<file path="src/udp_rx_pkg.sv">
`default_nettype none

package udp_rx_pkg;

  // Stream and field widths
  typedef logic [7:0]  byte_t;
  typedef logic [15:0] port_t;
  typedef logic [15:0] len_t;        // Lengths and byte counts
  typedef logic [31:0] ipv4_addr_t;
  typedef logic [7:0]  proto_t;

  localparam int     UDP_HDR_LEN = 8;     // Bytes
  localparam proto_t PROTO_UDP   = 8'd17;

  // Field order as on the wire, first byte in the MSBs
  typedef struct packed {
    port_t       src_port;
    port_t       dst_port;
    len_t        length;     // Header plus payload
    logic [15:0] cks;
  } udp_hdr_t;

endpackage

`default_nettype wire

</file>
<file path="src/ipv4_rx_if.sv">
`default_nettype none

interface ipv4_rx_if;
  import udp_rx_pkg::*;

  byte_t      dat;
  logic       val;
  logic       sof;
  logic       eof;
  logic       err;

  // Stable from sof to eof
  proto_t     proto;
  ipv4_addr_t src_ip;
  ipv4_addr_t dst_ip;
  len_t       pld_len;     // IPv4 payload length

  modport ipv4_src (
    output dat, val, sof, eof, err,
    output proto, src_ip, dst_ip, pld_len
  );

  modport ipv4_snk (
    input dat, val, sof, eof, err,
    input proto, src_ip, dst_ip, pld_len
  );

endinterface

`default_nettype wire

</file>
<file path="src/udp_rx_if.sv">
`default_nettype none

interface udp_rx_if;
  import udp_rx_pkg::*;

  byte_t      dat;
  logic       val;
  logic       sof;   // First payload byte
  logic       eof;   // Last payload byte
  logic       err;   // Pulses with eof

  // Latched header, valid from sof
  udp_hdr_t   hdr;
  ipv4_addr_t src_ip;

  modport udp_src (
    output dat, val, sof, eof, err,
    output hdr, src_ip
  );

  modport udp_snk (
    input dat, val, sof, eof, err,
    input hdr, src_ip
  );

endinterface

`default_nettype wire

</file>
<file path="src/udp_hdr_rx.sv">
`default_nettype none

module udp_hdr_rx (
  input logic          clk,
  input logic          fsm_rst,
  ipv4_rx_if.ipv4_snk  ipv4,
  udp_rx_if.udp_src    udp
);
  import udp_rx_pkg::*;

  logic receiving;
  logic frame_clr;    // High in the cycle of the output eof
  logic err_seen;     // Input err seen earlier in this packet
  len_t byte_cnt;
  len_t cur_idx;

  logic is_udp;
  logic active;
  logic hdr_byte;
  logic hdr_last;
  logic pld_byte;
  logic len_err;
  logic err_acc;

  // Header bytes 0..6, byte 7 joins straight from the input
  byte_t [UDP_HDR_LEN-2:0] hdr_sr;

  assign is_udp  = (ipv4.proto == PROTO_UDP);
  assign cur_idx = ipv4.sof ? '0 : byte_cnt;    // Index of the byte on the input now

  // A new packet may start in the same cycle the old one is cleared
  assign active = ipv4.val && is_udp && (ipv4.sof || (receiving && !frame_clr));

  assign hdr_byte = active && (cur_idx < len_t'(UDP_HDR_LEN - 1));
  assign hdr_last = active && (cur_idx == len_t'(UDP_HDR_LEN - 1));
  assign pld_byte = active && (cur_idx >= len_t'(UDP_HDR_LEN));

  // Byte count so far, header included, against the IPv4 payload length
  assign len_err = (len_t'(cur_idx + len_t'(1)) != ipv4.pld_len);
  assign err_acc = (err_seen && !ipv4.sof) || ipv4.err;

  // Frame state
  always_ff @(posedge clk) begin
    if (fsm_rst) begin
      receiving <= 1'b0;
      frame_clr <= 1'b0;
      err_seen  <= 1'b0;
      byte_cnt  <= '0;
    end else begin
      frame_clr <= active && ipv4.eof;
      if (frame_clr) begin
        receiving <= 1'b0;
        err_seen  <= 1'b0;
        byte_cnt  <= '0;
      end
      if (active) begin
        receiving <= 1'b1;
        err_seen  <= err_acc;
        byte_cnt  <= len_t'(cur_idx + len_t'(1));
      end else if (ipv4.val && ipv4.sof) begin
        receiving <= 1'b0;    // Other protocol, drop any open frame
      end
    end
  end

  // Header shift and latch
  always_ff @(posedge clk) begin
    if (hdr_byte) begin
      hdr_sr <= {hdr_sr[UDP_HDR_LEN-3:0], ipv4.dat};
    end
    if (hdr_last) begin
      udp.hdr    <= udp_hdr_t'({hdr_sr, ipv4.dat});
      udp.src_ip <= ipv4.src_ip;
    end
  end

  always_ff @(posedge clk) begin
    udp.dat <= ipv4.dat;
  end

  // Output strobes, one cycle behind the input
  always_ff @(posedge clk) begin
    if (fsm_rst) begin
      udp.val <= 1'b0;
      udp.sof <= 1'b0;
      udp.eof <= 1'b0;
      udp.err <= 1'b0;
    end else begin
      udp.val <= pld_byte;
      udp.sof <= pld_byte && (cur_idx == len_t'(UDP_HDR_LEN));
      udp.eof <= pld_byte && ipv4.eof;
      udp.err <= pld_byte && ipv4.eof && (len_err || err_acc);
    end
  end

endmodule

`default_nettype wire

</file>
<file path="src/udp_port_filter.sv">
`default_nettype none

module udp_port_filter #(
  parameter udp_rx_pkg::port_t LOCAL_PORT = 16'h1234
) (
  input  logic              clk,
  input  logic              fsm_rst,
  udp_rx_if.udp_snk         udp_in,
  udp_rx_if.udp_src         udp_out,
  output udp_rx_pkg::len_t  rx_cnt,
  output udp_rx_pkg::len_t  drop_cnt
);
  import udp_rx_pkg::*;

  logic start;
  logic match;
  logic pass_q;      // Decision for the datagram in flight
  logic pass_now;

  assign start    = udp_in.val && udp_in.sof;
  assign match    = (udp_in.hdr.dst_port == LOCAL_PORT);
  assign pass_now = start ? match : pass_q;

  // Decision is taken at sof and held until eof
  always_ff @(posedge clk) begin
    if (fsm_rst) begin
      pass_q <= 1'b0;
    end else if (udp_in.val) begin
      pass_q <= pass_now && !udp_in.eof;
    end
  end

  always_ff @(posedge clk) begin
    if (fsm_rst) begin
      rx_cnt   <= '0;
      drop_cnt <= '0;
    end else if (start) begin
      if (match) begin
        rx_cnt <= rx_cnt + len_t'(1);
      end else begin
        drop_cnt <= drop_cnt + len_t'(1);
      end
    end
  end

  // Header once per accepted datagram
  always_ff @(posedge clk) begin
    if (start && match) begin
      udp_out.hdr    <= udp_in.hdr;
      udp_out.src_ip <= udp_in.src_ip;
    end
  end

  always_ff @(posedge clk) begin
    udp_out.dat <= udp_in.dat;
  end

  always_ff @(posedge clk) begin
    if (fsm_rst) begin
      udp_out.val <= 1'b0;
      udp_out.sof <= 1'b0;
      udp_out.eof <= 1'b0;
      udp_out.err <= 1'b0;
    end else begin
      udp_out.val <= udp_in.val && pass_now;
      udp_out.sof <= start && match;
      udp_out.eof <= udp_in.val && udp_in.eof && pass_now;
      udp_out.err <= udp_in.val && udp_in.err && pass_now;
    end
  end

endmodule

`default_nettype wire

</file>
<file path="src/udp_rx_top.sv">
`default_nettype none

module udp_rx_top #(
  parameter udp_rx_pkg::port_t LOCAL_PORT = 16'h1234
) (
  input  logic                    clk,
  input  logic                    fsm_rst,

  // IPv4 payload stream and metadata
  input  udp_rx_pkg::byte_t       in_dat,
  input  logic                    in_val,
  input  logic                    in_sof,
  input  logic                    in_eof,
  input  logic                    in_err,
  input  udp_rx_pkg::proto_t      in_proto,
  input  udp_rx_pkg::ipv4_addr_t  in_src_ip,
  input  udp_rx_pkg::ipv4_addr_t  in_dst_ip,
  input  udp_rx_pkg::len_t        in_pld_len,

  // UDP payload stream and header
  output udp_rx_pkg::byte_t       out_dat,
  output logic                    out_val,
  output logic                    out_sof,
  output logic                    out_eof,
  output logic                    out_err,
  output udp_rx_pkg::port_t       out_src_port,
  output udp_rx_pkg::port_t       out_dst_port,
  output udp_rx_pkg::len_t        out_length,
  output logic [15:0]             out_cks,
  output udp_rx_pkg::ipv4_addr_t  out_src_ip,
  output udp_rx_pkg::len_t        rx_cnt,
  output udp_rx_pkg::len_t        drop_cnt
);

  ipv4_rx_if ipv4_bus ();
  udp_rx_if  udp_hdr_bus ();   // Parser to filter
  udp_rx_if  udp_flt_bus ();   // Filter to outputs

  assign ipv4_bus.dat     = in_dat;
  assign ipv4_bus.val     = in_val;
  assign ipv4_bus.sof     = in_sof;
  assign ipv4_bus.eof     = in_eof;
  assign ipv4_bus.err     = in_err;
  assign ipv4_bus.proto   = in_proto;
  assign ipv4_bus.src_ip  = in_src_ip;
  assign ipv4_bus.dst_ip  = in_dst_ip;
  assign ipv4_bus.pld_len = in_pld_len;

  udp_hdr_rx i_hdr_rx (
    .clk     (clk),
    .fsm_rst (fsm_rst),
    .ipv4    (ipv4_bus.ipv4_snk),
    .udp     (udp_hdr_bus.udp_src)
  );

  udp_port_filter #(
    .LOCAL_PORT (LOCAL_PORT)
  ) i_port_filter (
    .clk      (clk),
    .fsm_rst  (fsm_rst),
    .udp_in   (udp_hdr_bus.udp_snk),
    .udp_out  (udp_flt_bus.udp_src),
    .rx_cnt   (rx_cnt),
    .drop_cnt (drop_cnt)
  );

  assign out_dat      = udp_flt_bus.dat;
  assign out_val      = udp_flt_bus.val;
  assign out_sof      = udp_flt_bus.sof;
  assign out_eof      = udp_flt_bus.eof;
  assign out_err      = udp_flt_bus.err;
  assign out_src_port = udp_flt_bus.hdr.src_port;
  assign out_dst_port = udp_flt_bus.hdr.dst_port;
  assign out_length   = udp_flt_bus.hdr.length;
  assign out_cks      = udp_flt_bus.hdr.cks;
  assign out_src_ip   = udp_flt_bus.src_ip;

endmodule

`default_nettype wire

</file>
<file path="config.mk">
export PLATFORM = sky130hd
export DESIGN_NAME = udp_rx_top
export DESIGN_NICKNAME = d
export VERILOG_FILES = /design/src/udp_rx_pkg.sv /design/src/ipv4_rx_if.sv /design/src/udp_rx_if.sv /design/src/udp_hdr_rx.sv /design/src/udp_port_filter.sv /design/src/udp_rx_top.sv
export SDC_FILE = /design/constraint.sdc
export NUM_CORES = 1
export LEC_CHECK = 0
export ABC_AREA = 1
export BUFFER_PORTS_ARGS = -buffer_cell sky130_fd_sc_hd__buf_2
export CORE_MARGIN = 5
export CORE_UTILIZATION = 49
export DETAILED_ROUTE_END_ITERATION = 10
export PLACE_DENSITY = 0.71
export SYNTH_ARGS = -nofsm -noshare
export SYNTH_HDL_FRONTEND = slang
export SYNTH_HIERARCHICAL = 1
export SYNTH_SLANG_ARGS = --single-unit
</file>
<file path="constraint.sdc">
create_clock -name clk -period 6.2 [get_ports clk]
set_clock_uncertainty 0.05 [all_clocks]
set_input_delay 0.62 -clock clk [delete_from_list [all_inputs] [get_ports clk]]
set_output_delay 0.62 -clock clk [all_outputs]
set_load 0.02 [all_outputs]
</file>
==> metrics, run 1 <==
leakage dissipation 5.38 nW; CTS tree done; initial antenna violation count 0; ratio of cells with drive above 1 in the final layout 0.271; Setup crit start kind input port; GRT busiest layer met2; largest net degree at the start of global routing 62; Hold Crit Start in_dat[7]; post-cts sizing count 0; post-synthesis cell count 903; Top FF cell, synth edfxtp_1; root buffer cell clkbuf_16; WL per Instance 15.1 microns; PwrDens 306 nW/um^2; VDD IR max 0.227 mV; placed instance count 1421; Rows 56; GRT Util Overall 0.163; Synth async-reset ratio 0; drt initial violations 422; Remaining DRCs 0; Slew @ Worst Pin 1.04 ns; Finish-stage setup viols 0; Post-Layout Cell Count 1483; post-synthesis cell type count 38; vias 7117; WL final 22300 microns; most frequent cells in the layout edfxtp_1, buf_2, nand2_1; crit path cell chain buf_2 -> inv_2 -> nand2_1 -> nand4_1 -> nor2_1 -> inv_1 -> or2_1 -> or2_1 -> nor3_4 -> buf_4; Setup Crit Path Kind in2reg; Ant. Diodes 0; Final period util 0.540; GP Congestion 0.847; yosys warns 6; IO Port Bufs 209; CP arrival 3.43 ns; Die Ht 165 microns; global-route wire length before repair 35100 microns; max_cap viols 0; hold-fix buffers at CTS 0; Area Overhead vs Synth 21.4%; vias in the first global route 6816; CP top delay family simple AND/OR/NAND/NOR gates; post-synthesis cell area 11800 sq um; Worst Hold End i_hdr_rx/udp.dat[7]; I/O Pins 242; CP Buf/Inv Count 4; status complete, no violations; met3 usage 0.0357; slew margin rel. 0.304; flop2flop setup slack 3.09 ns; crit end category flip-flop; Max stage delay on crit path 0.69 ns; Initial Util 0.499; Hold Path Depth 1; HP Class in2reg; H-tree depth 2; Crit Reg-Reg Startpoint i_hdr_rx/byte_cnt[9]; GR Util met2 0.281; CP max stage cell buf_4; clk slew on worst S/H paths 0.06 ns; CTS Buf Count 34; RSZ-0062 raised after global routing false; syn_area_per_cell 13.0 sq um; #FFs+latches synth 324; Post-DRT Antenna Nets 0; number of flops mapped to enable cells by yosys 248; Die ar. 27200 sq um; Crit Path Max Fanout 53; cells on worst reg2reg path 10; Hold Fails Final Rpt 0; Die X 165 microns; Max Buffers Root-to-Sink 3; commonest non-fill, non-tap cell in the layout edfxtp_1; Slew Limit Fails 0; Setup Fix Bufs, Post-CTS 0; core box area 23500 sq um; setup tns final 0 ns; minimum clock period 3.35 ns; R2R Path End i_hdr_rx/udp.src_ip[23]; GR Util met1 0.207; Seq/Total Area, Yosys 0.763; Crit path required time 6.28 ns; cell mode on critical path or2_1; DRT Pass-1 Iters 6; clock sinks 324; DR vias/cell 4.80; HPWL Detailed 15200 microns; Final nets 1242; GR Overflow Total 0; FMAX 0.299 GHz; Syn Nets 1007; Clk Latency, worst-skew pair 0.50 ns
cells in the mapped netlist (2+ instances only):
| cell type | instances | area, sq um |
|---|---|---|
| buf_2 | 2 | 10.0 |
| nand2_1 | 202 | 758 |
| nand3_1 | 45 | 225 |
| buf_6 | 3 | 33.8 |
| nand2_2 | 15 | 93.8 |
| nand3_2 | 4 | 40.0 |
| o21ai_1 | 2 | 10.0 |
| dfxtp_1 | 76 | 1520 |
| nor2_1 | 86 | 323 |
| xnor2_1 | 4 | 35.0 |
| o21ai_0 | 9 | 45.0 |
| or2_1 | 2 | 12.5 |
| o31ai_1 | 2 | 15.0 |
| ha_1 | 2 | 25.0 |
| nor2_2 | 9 | 56.3 |
| inv_1 | 82 | 308 |
| clkbuf_1 | 5 | 18.8 |
| buf_4 | 2 | 15.0 |
| nand2_4 | 2 | 22.5 |
| a21oi_1 | 21 | 105 |
| nor2_4 | 3 | 33.8 |
| o32ai_1 | 9 | 78.8 |
| o22ai_1 | 4 | 25.0 |
| a21oi_2 | 9 | 78.8 |
| xor2_1 | 11 | 96.3 |
| edfxtp_1 | 248 | 7450 |
| inv_2 | 5 | 18.8 |
| nand3b_1 | 8 | 60.1 |
| nor3_1 | 4 | 20.0 |
| nand4_1 | 19 | 119 |
stage by stage:
stage          instance area [sq um]  worst slack, ns  hold slack, ns   util  total power, mW
3_3_place_gp                   13100             2.30           0.262  0.558             2.41
5_1_grt                        14300             2.66           0.184  0.606             4.54
6_report                       14300             2.85           0.200  0.606             4.37
2_1_floorplan                  11800            0.389           0.260      -             2.39
3_5_place_dp                   13100             2.30           0.263  0.558             2.42
4_1_cts                        14300             2.83           0.182  0.606             4.43
registers in the layout, indices dropped and copies added (netlist names):
name	cells
i_hdr_rx/udp.dat	8
i_hdr_rx/udp.eof	1
i_port_filter/udp_out.err	1
i_hdr_rx/byte_cnt	16
i_hdr_rx/frame_clr	1
i_hdr_rx/udp.hdr	64
i_port_filter/udp_out.sof	1
i_hdr_rx/receiving	1
i_port_filter/udp_out.hdr	64
i_hdr_rx/udp.src_ip	32
i_port_filter/udp_out.val	1
i_port_filter/rx_cnt	16
i_port_filter/udp_out.eof	1
i_hdr_rx/err_seen	1
i_port_filter/udp_out.src_ip	32
i_hdr_rx/udp.sof	1
i_port_filter/pass_q	1
i_hdr_rx/udp.err	1
i_port_filter/drop_cnt	16
i_port_filter/udp_out.dat	8
i_hdr_rx/hdr_sr	56
i_hdr_rx/udp.val	1
area by class of cell:
class,instances,area [sq um]
Fill cell,1915,9270
Multi-Input combinational cell,478,2370
Tap cell,319,399
Sequential cell,324,8970
Inverter,87,327
Clock buffer,48,965
Clock inverter,14,169
Timing Repair Buffer,213,1080
how the worst max path moves through the flow:
stage | to | cells after the start | from
after floorplan | i_hdr_rx/udp.hdr[0] | 9 | in_sof
after global placement | i_hdr_rx/udp.src_ip[21] | 10 | in_sof
after detailed placement | i_hdr_rx/udp.src_ip[21] | 10 | in_sof
after CTS | i_hdr_rx/udp.src_ip[19] | 10 | in_sof
after global routing | i_hdr_rx/udp.src_ip[23] | 10 | in_sof
final | i_hdr_rx/udp.src_ip[23] | 10 | in_sof
power by group:
part,internal (mW),switching (mW)
sequential,2.32,0.00160
clock,1.22,0.779
combinational,0.0232,0.0303
total,3.56,0.811
routing by layer:
layer  part of all wire  vias to the layer above
li1                   -                     3584
met1               0.42                     3314
met2               0.50                      184
met3              0.060                       35
met4              0.024                        0
met5                  0                        -
cell families after synthesis:
group           Yosys count  synth area share
simple gates            403             0.154
compound gates           57            0.0312
fa+ha+maj                 2           0.00213
xor+xnor                 16            0.0131
flops                   324             0.763
buf+inv                 101            0.0368
(Power assumes the default switching activity.)
==> run 2, diff against run 1 <==
--- a/config.mk
+++ b/config.mk
@@ -5,12 +5,12 @@
 export SDC_FILE = /design/constraint.sdc
 export NUM_CORES = 1
 export LEC_CHECK = 0
-export ABC_AREA = 1
+export ABC_AREA = 0
 export BUFFER_PORTS_ARGS = -buffer_cell sky130_fd_sc_hd__buf_2
 export CORE_MARGIN = 5
 export CORE_UTILIZATION = 49
 export DETAILED_ROUTE_END_ITERATION = 10
-export PLACE_DENSITY = 0.71
+export PLACE_DENSITY = 0.72
 export SYNTH_ARGS = -nofsm -noshare
 export SYNTH_HDL_FRONTEND = slang
 export SYNTH_HIERARCHICAL = 1
==> constraint.sdc (replaced) <==
create_clock -name clk -period 2.7 [get_ports clk]
set_clock_uncertainty 0.05 [all_clocks]
set_input_delay 0.27 -clock clk [delete_from_list [all_inputs] [get_ports clk]]
set_output_delay 0.27 -clock clk [all_outputs]
set_load 0.02 [all_outputs]
==> run 2 against run 1 <==
  * Largest power group unchanged
  * Critical path type is now reg2reg
  * Setup slack got worse by 2.5 ns
  * Register-to-register slack got worse by 2.7 ns
  * Flip-flop and latch count did not move
==> metrics, run 2 <==
Die X 163 microns (-1.1%); Seq/Total Area, Yosys 0.782 (+0.0186); clock sinks 324 (unchanged); Setup crit start kind flip-flop; clk slew on worst S/H paths 0.05 ns (about the same); initial antenna violation count 0 (unchanged); Setup Crit Path Kind reg2reg; post-cts sizing count 0 (unchanged); vias in the first global route 6577 (-3.5%); minimum clock period 2.36 ns; Slew @ Worst Pin 0.577 ns (-0.468 ns); Final period util 0.874; H-tree depth 2 (unchanged); count leader, synth edfxtp_1; DR vias/cell 5.22 (+8.8%); HP Class in2reg; Finish-stage setup viols 0 (unchanged); CP arrival 2.67 ns (-0.76 ns); ratio of cells with drive above 1 in the final layout 0.304 (+0.0324); Largest regs i_hdr_rx/udp.hdr (64), i_port_filter/udp_out.hdr (64), i_hdr_rx/hdr_sr (56); Syn Nets 820 (-19%); Remaining DRCs 0 (unchanged); commonest non-fill, non-tap cell in the layout edfxtp_1; post-synthesis cell type count 59 (+55%); PwrDens 688 nW/um^2 (+120%); flop2flop setup slack 0.34 ns (-2.75 ns); post-synth top area cell edfxtp_1; GR Overflow Total 0 (unchanged); Crit path required time 3.01 ns (-3.27 ns); top layer in use met4; GRT Util Overall 0.166 (+0.00269); WL final 22600 microns (+0.98%); post-synthesis cell count 716 (-21%); post-synthesis cell area 11500 sq um (-2.4%); Worst Setup SP i_hdr_rx/byte_cnt[1]; Final Total Pwr 10.0 mW (+130%); I/O Pins 242 (unchanged); Hold Crit Start in_pld_len[2]; Final Worst Setup Slack 0.341 ns (-2.51 ns); core box area 23300 sq um (-1.2%); Area Overhead vs Synth 26.7%; slew margin rel. 0.614 (+0.311); Crit Path Max Fanout 9 (-83%); Initial Util 0.493 (-0.00598); most frequent cells in the layout edfxtp_1, buf_2, dfxtp_1; Hold Fails Final Rpt 0 (unchanged); drt initial violations 462 (+9.5%); Yosys top cell area share 0.649 (+0.0154); cells on worst reg2reg path 7 (-3); post-place setup slack 0.299 ns (-2.00 ns); Final nets 1095 (-12%); synth top area cells edfxtp_1, dfxtp_1, o31ai_1, a21oi_1, or4_1; Rows 56 (unchanged); RSZ-0062 raised after global routing false; crit end category flip-flop; wire length on met2 11400 microns (+1.8%); VDD IR max 0.521 mV (+130%); Post-synth top cells edfxtp_1, dfxtp_1, a21oi_1, o21ai_0, nor2_1; Setup crit end i_hdr_rx/udp.err; vias 6976 (-2.0%); leakage dissipation 5.22 nW (-3.0%); status complete, no violations; root buffer cell clkbuf_16; Top FF cell, synth edfxtp_1; CTS tree done; Ant. Diodes 0 (unchanged); Routed met1 length 9120 microns (-2.0%); Synth async-reset ratio 0 (unchanged); yosys warns 6 (unchanged); Max Buffers Root-to-Sink 3 (unchanged); largest net degree at the start of global routing 97 (+56%); Post-DRT Antenna Nets 0 (unchanged); Die ar. 26600 sq um (-2.2%); #FFs+latches synth 324 (unchanged); Die Ht 163 microns (-1.1%); CTS Buf Count 34 (unchanged); Clk Latency, worst-skew pair 0.51 ns (about the same); Slew Limit Fails 0 (unchanged); WL per Instance 16.9 microns (+12%); Crit Reg-Reg Startpoint i_hdr_rx/byte_cnt[1]; HPWL Detailed 14300 microns (-5.7%); GP Congestion 0.824 (-2.8%); FMAX 0.424 GHz; IO Port Bufs 209 (unchanged); syn_area_per_cell 16.0 sq um (+23%); R2R Path End i_hdr_rx/udp.err; Routed met3 length 1410 microns (+5.4%); number of flops mapped to enable cells by yosys 248 (unchanged); DRT Pass-1 Iters 5 (-1); max_cap viols 0 (unchanged); WHS 0.213 ns (+0.0126 ns); global-route wire length before repair 35100 microns (about the same)
==> run 2: cell types whose count changed after synthesis, sizes merged, moves of 8 or more <==
cell,delta
nand3,-33
buf,+12
o21ai,+22
o31ai,+28
nor2,-66
o32ai,-8
clkbuf,+8
and2,+8
inv,-81
a21oi,+8
nor2b,+14
nand2,-188
or4,+25
nor4,+11
==> run 2: power breakdown <==
group	internal (mW)	switching [mW]	leakage (nW)
sequential	5.32	0.00329	2.85
clock	2.64	1.84	0.528
combinational	0.104	0.0897	1.84
==> run 2: layout make-up <==
| class | count | area [sq um] |
|---|---|---|
| sequential | 324 | 8970 |
| fill | 1749 | 8720 |
| multi-input combinational | 353 | 2340 |
| timing repair buffer | 272 | 1700 |
| clock buffer | 41 | 918 |
| tap | 319 | 399 |
| clock inverter | 21 | 180 |
| inverter | 6 | 22.5 |
==> run 2: stage by stage <==
step / util / setup TNS, ns / area (sq um) / cells
after global routing: 0.625 / 0 / 14500 / 1336
after CTS: 0.625 / 0 / 14500 / 1336
after detailed placement: 0.559 / 0 / 13000 / 1230
final: 0.625 / 0 / 14500 / 1336
after floorplan: - / -279.54 / 11500 / 716
after global placement: 0.559 / 0 / 13000 / 1230
==> run 2: what timing repair did <==
item,in CTS,in global routing
hold endpoints to repair,60,0
hold buffers,44,0
buffers inserted,0,0
==> run 2: critical path: stages (launching register included) <==
cell,delay [ns]
dfxtp_1,0.51
nand4_2,0.34
buf_4,0.27
nor3b_2,0.24
and2_1,0.21
a22oi_1,0.11
nor4_1,0.34
a41oi_1,0.16
==> run 2: cells by family after synthesis <==
logic type,count (synthesis),synth area share
AND/OR/NAND/NOR,205,0.113
buffers and inverters,39,0.0179
XOR/XNOR,16,0.0122
multiplexers,5,0.00480
adder cells (fa/ha/maj),2,0.00218
flip-flops,324,0.782
AO/OA/AOI/OAI,125,0.0680
==> run 2: how the worst min path moves through the flow <==
stage	endpoint	slack, ns	cells after the start
2_1_floorplan	i_hdr_rx/udp.dat[0]	0.25	0
5_1_grt	i_hdr_rx/udp.err	0.22	4
3_5_place_dp	i_port_filter/udp_out.dat[3]	0.26	0
6_report	i_hdr_rx/udp.err	0.21	5
4_1_cts	i_hdr_rx/udp.err	0.19	4
3_3_place_gp	i_port_filter/udp_out.dat[6]	0.26	0
==> run 2: layer usage <==
metal  vias up  global-route usage
met3        51              0.0394
li1       3343                   -
met5         -                   0
met1      3372               0.219
met4         0              0.0572
met2       210               0.273
==> run 3, diff against run 2 <==
--- a/config.mk
+++ b/config.mk
@@ -8,10 +8,9 @@
 export ABC_AREA = 0
 export BUFFER_PORTS_ARGS = -buffer_cell sky130_fd_sc_hd__buf_2
 export CORE_MARGIN = 5
-export CORE_UTILIZATION = 49
+export CORE_UTILIZATION = 48
 export DETAILED_ROUTE_END_ITERATION = 10
-export PLACE_DENSITY = 0.72
+export PLACE_DENSITY = 0.71
 export SYNTH_ARGS = -nofsm -noshare
 export SYNTH_HDL_FRONTEND = slang
-export SYNTH_HIERARCHICAL = 1
 export SYNTH_SLANG_ARGS = --single-unit
==> constraint.sdc (replaced) <==
create_clock -name clk -period 2 [get_ports clk]
set_clock_uncertainty 0.05 [all_clocks]
set_input_delay 0.2 -clock clk [delete_from_list [all_inputs] [get_ports clk]]
set_output_delay 0.2 -clock clk [all_outputs]
set_load 0.02 [all_outputs]
==> run 3 against run 2 <==
  * The flow now finishes with violations (negative setup slack)
  * Register-to-register slack got worse by 0.44 ns
  * Non-clock buffer count increased by 94
  * Worst hold slack worse by 0.12 ns
  * Flip-flop and latch count is the same
  * Critical path depth up 1
  * Die area is 1.2% lower
  * Sequential power increased by 35%
  * Clock-buffer cell count shrank 2
  * Setup slack lost 0.44 ns
  * Global-route usage rose by 0.14 points
  * Utilization is 6.1 points higher
  * Design area increased by 7.2%
==> metrics, run 3 <==
drt initial violations 390 (-16%); FILL cells 1548 (-11%); Final period util 1.05 (+0.177); status complete, but fails checks; crit path cell chain nor4_4 -> nand4_1 -> nor2_2 -> nor2_2 -> buf_6 -> nor3_4 -> buf_12 -> clkbuf_16; Syn Nets 784 (-4.4%); vias in the first global route 6796 (+3.3%); Crit Path Max Fanout 9 (unchanged); largest net degree at the start of global routing 34 (-65%); Yosys top cell area share 0.671 (+0.0222); design area 15600 sq um (+7.2%); HPWL Detailed 15000 microns (+4.8%); WL per Instance 17.1 microns (+1.1%); ratio of cells with drive above 1 in the final layout 0.385 (+0.0816); area post-placement 13300 sq um (+2.5%); Die Ht 162 microns (-0.61%); synth top area cells edfxtp_1, dfxtp_1, xnor2_1, nor2_1, xor2_1; HP Class in2reg; Finish-stage setup viols 234 (+234); DR vias/cell 4.99 (-4.4%); most frequent cells in the layout edfxtp_1, buf_2, buf_4; global-route wire length before repair 35200 microns (about the same); post-synth top area cell edfxtp_1; GR Overflow Total 0 (unchanged); max_cap viols 0 (unchanged); Max stage delay on crit path 0.33 ns (-0.18 ns); Seq/Total Area, Yosys 0.808 (+0.0267); Hold Fails Final Rpt 0 (unchanged); crit end category flip-flop; Top FF cell, synth edfxtp_1; FMAX 0.476 GHz (+12%); clock sinks 324 (unchanged); number of flops mapped to enable cells by yosys 248 (unchanged); Post-DRT Antenna Nets 0 (unchanged); PwrDens 886 nW/um^2 (+29%); H-tree depth 2 (unchanged); FF+latch area 8980 sq um (about the same); GP Congestion 0.793 (-3.8%); clk slew on worst S/H paths 0.06 ns (about the same); Final Worst Setup Slack -0.101 ns (-0.442 ns); Die ar. 26300 sq um (-1.2%); root buffer cell clkbuf_16; failing checks negative setup slack; CP max stage cell dfxtp_2; CP arrival 2.26 ns (-0.41 ns); syn_area_per_cell 16.3 sq um (+1.8%); post-synthesis cell type count 58 (-1.7%); Post-synth top cells edfxtp_1, dfxtp_1, nor2_1, xnor2_1, nand2_1; CTS tree done; WHS 0.0887 ns (-0.124 ns); Clk Latency, worst-skew pair 0.50 ns (about the same); Area Overhead vs Synth 40.4%; post-place setup slack -0.160 ns (-0.460 ns); Die X 162 microns (-0.61%); Rows 55 (-1.8%); setup tns final -13.46 ns (-13.46 ns); Setup crit start kind flip-flop; I/O Pins 242 (unchanged); post-synthesis cell count 680 (-5.0%); Initial Util 0.489 (-0.00468); leakage dissipation 5.85 nW (+12%); core box area 22700 sq um (-2.4%); Largest regs i_hdr_rx.udp.hdr (64), i_port_filter.udp_out.hdr (64), i_hdr_rx.hdr_sr (56); VDD IR max 0.732 mV (+40%); Synth async-reset ratio 0 (unchanged); Max Buffers Root-to-Sink 3 (unchanged); slew margin rel. 0.764 (+0.150); CTS Buf Count 34 (unchanged); count leader, synth edfxtp_1; Final Total Pwr 13.8 mW (+38%); yosys warns 0 (-6); minimum clock period 2.10 ns (-0.258 ns); Remaining DRCs 0 (unchanged); RSZ-0062 raised after global routing true; vias 6828 (-2.1%); Setup Crit Path Kind reg2reg; GRT Util Overall 0.167 (+0.00138); cell mode on critical path nor2_2; Final nets 1161 (+6.0%); DRT Pass-1 Iters 4 (-1); IO Port Bufs 209 (unchanged); Crit path required time 2.16 ns (-0.85 ns); commonest non-fill, non-tap cell in the layout edfxtp_1; Slew @ Worst Pin 0.353 ns (-0.224 ns); Slew Limit Fails 0 (unchanged); WL final 23400 microns (+3.6%); #FFs+latches synth 324 (unchanged); area taken by multi-input logic gates 2170 sq um (-7.4%); post-synthesis cell area 11100 sq um (-3.3%); initial antenna violation count 1 (+1)
==> run 3: cell types whose count changed after synthesis, sizes merged, moves of 6 or more <==
cell and change:
a21oi -21, nor2 +21, or4 -20, xnor2 +19
o31ai -18, buf -11, o21ai -10, inv +8
xor2 +7, nand3 +6
==> run 3: final timing paths <==
path                            cells after the start  slack [ns]                           end                  start
worst max-delay path                                8       -0.10            i_hdr_rx.hdr_sr[6]  i_hdr_rx.byte_cnt[14]
worst min-delay path                                5        0.09              i_hdr_rx.udp.err          in_pld_len[2]
worst max register to register                      8       -0.10            i_hdr_rx.hdr_sr[6]  i_hdr_rx.byte_cnt[14]
worst min register to register                      0        0.28  i_port_filter.udp_out.dat[6]    i_hdr_rx.udp.dat[6]
==> run 3: where the power goes <==
| part | total [mW] | switching [mW] | internal, mW |
|---|---|---|---|
| Combinational | 0.260 | 0.114 | 0.146 |
| Clock | 6.36 | 2.47 | 3.90 |
| Sequential | 7.18 | 0.00453 | 7.18 |
| Total | 13.8 | 2.58 | 11.2 |
==> run 3: metal layers <==
layer	vias up	share of wire	GRT usage	wire (microns)
li1	3338	-	-	-
met5	-	0	0	0
met2	161	0.51	0.286	12000
met3	44	0.054	0.0401	1260
met4	0	0.034	0.0661	806
met1	3285	0.40	0.208	9310
==> run 3: cell type report <==
cell class              count  share of cell area
flip-flops and latches    324               0.576
clock buffers              39              0.0578
multi-input cells         317               0.139
inverters                  14             0.00337
well taps                 285              0.0229
diodes                      1            0.000161
clock inverters            22              0.0159
repair buffers            366               0.185
==> run 3: cell families after synthesis <==
group                      Yosys count  share of synthesized area
AOI/OAI and AO/OA                   83                     0.0484
xor gates and xnor gates            42                     0.0332
adders and majority gates            2                    0.00225
buffers and inverters               39                     0.0143
DFF                                324                      0.808
muxes                                3                    0.00271
and+or+nand+nor                    187                     0.0909
==> run 3: stage by stage <==
step                 util  std cells
floorplan               -        680
global placement    0.587       1234
detailed placement  0.587       1234
CTS                 0.669       1354
global route        0.686       1368
finish              0.686       1368
==> run 3: what timing repair did <==
action,in CTS,in global routing
hold endpoints to repair,64,0
buffers inserted,11,1
gates resized for setup,21,29
hold buffers,45,0
endpoints found under the setup margin,160,244
pin swaps,8,2
gates cloned,3,12
==> run 3: worst max-delay path: cells and delay by family, from the launching register on <==
family | cells | cell delay, ns
AND/OR/NAND/NOR | 5 | 0.94
flip-flops | 1 | 0.33
buffers and inverters | 3 | 0.49
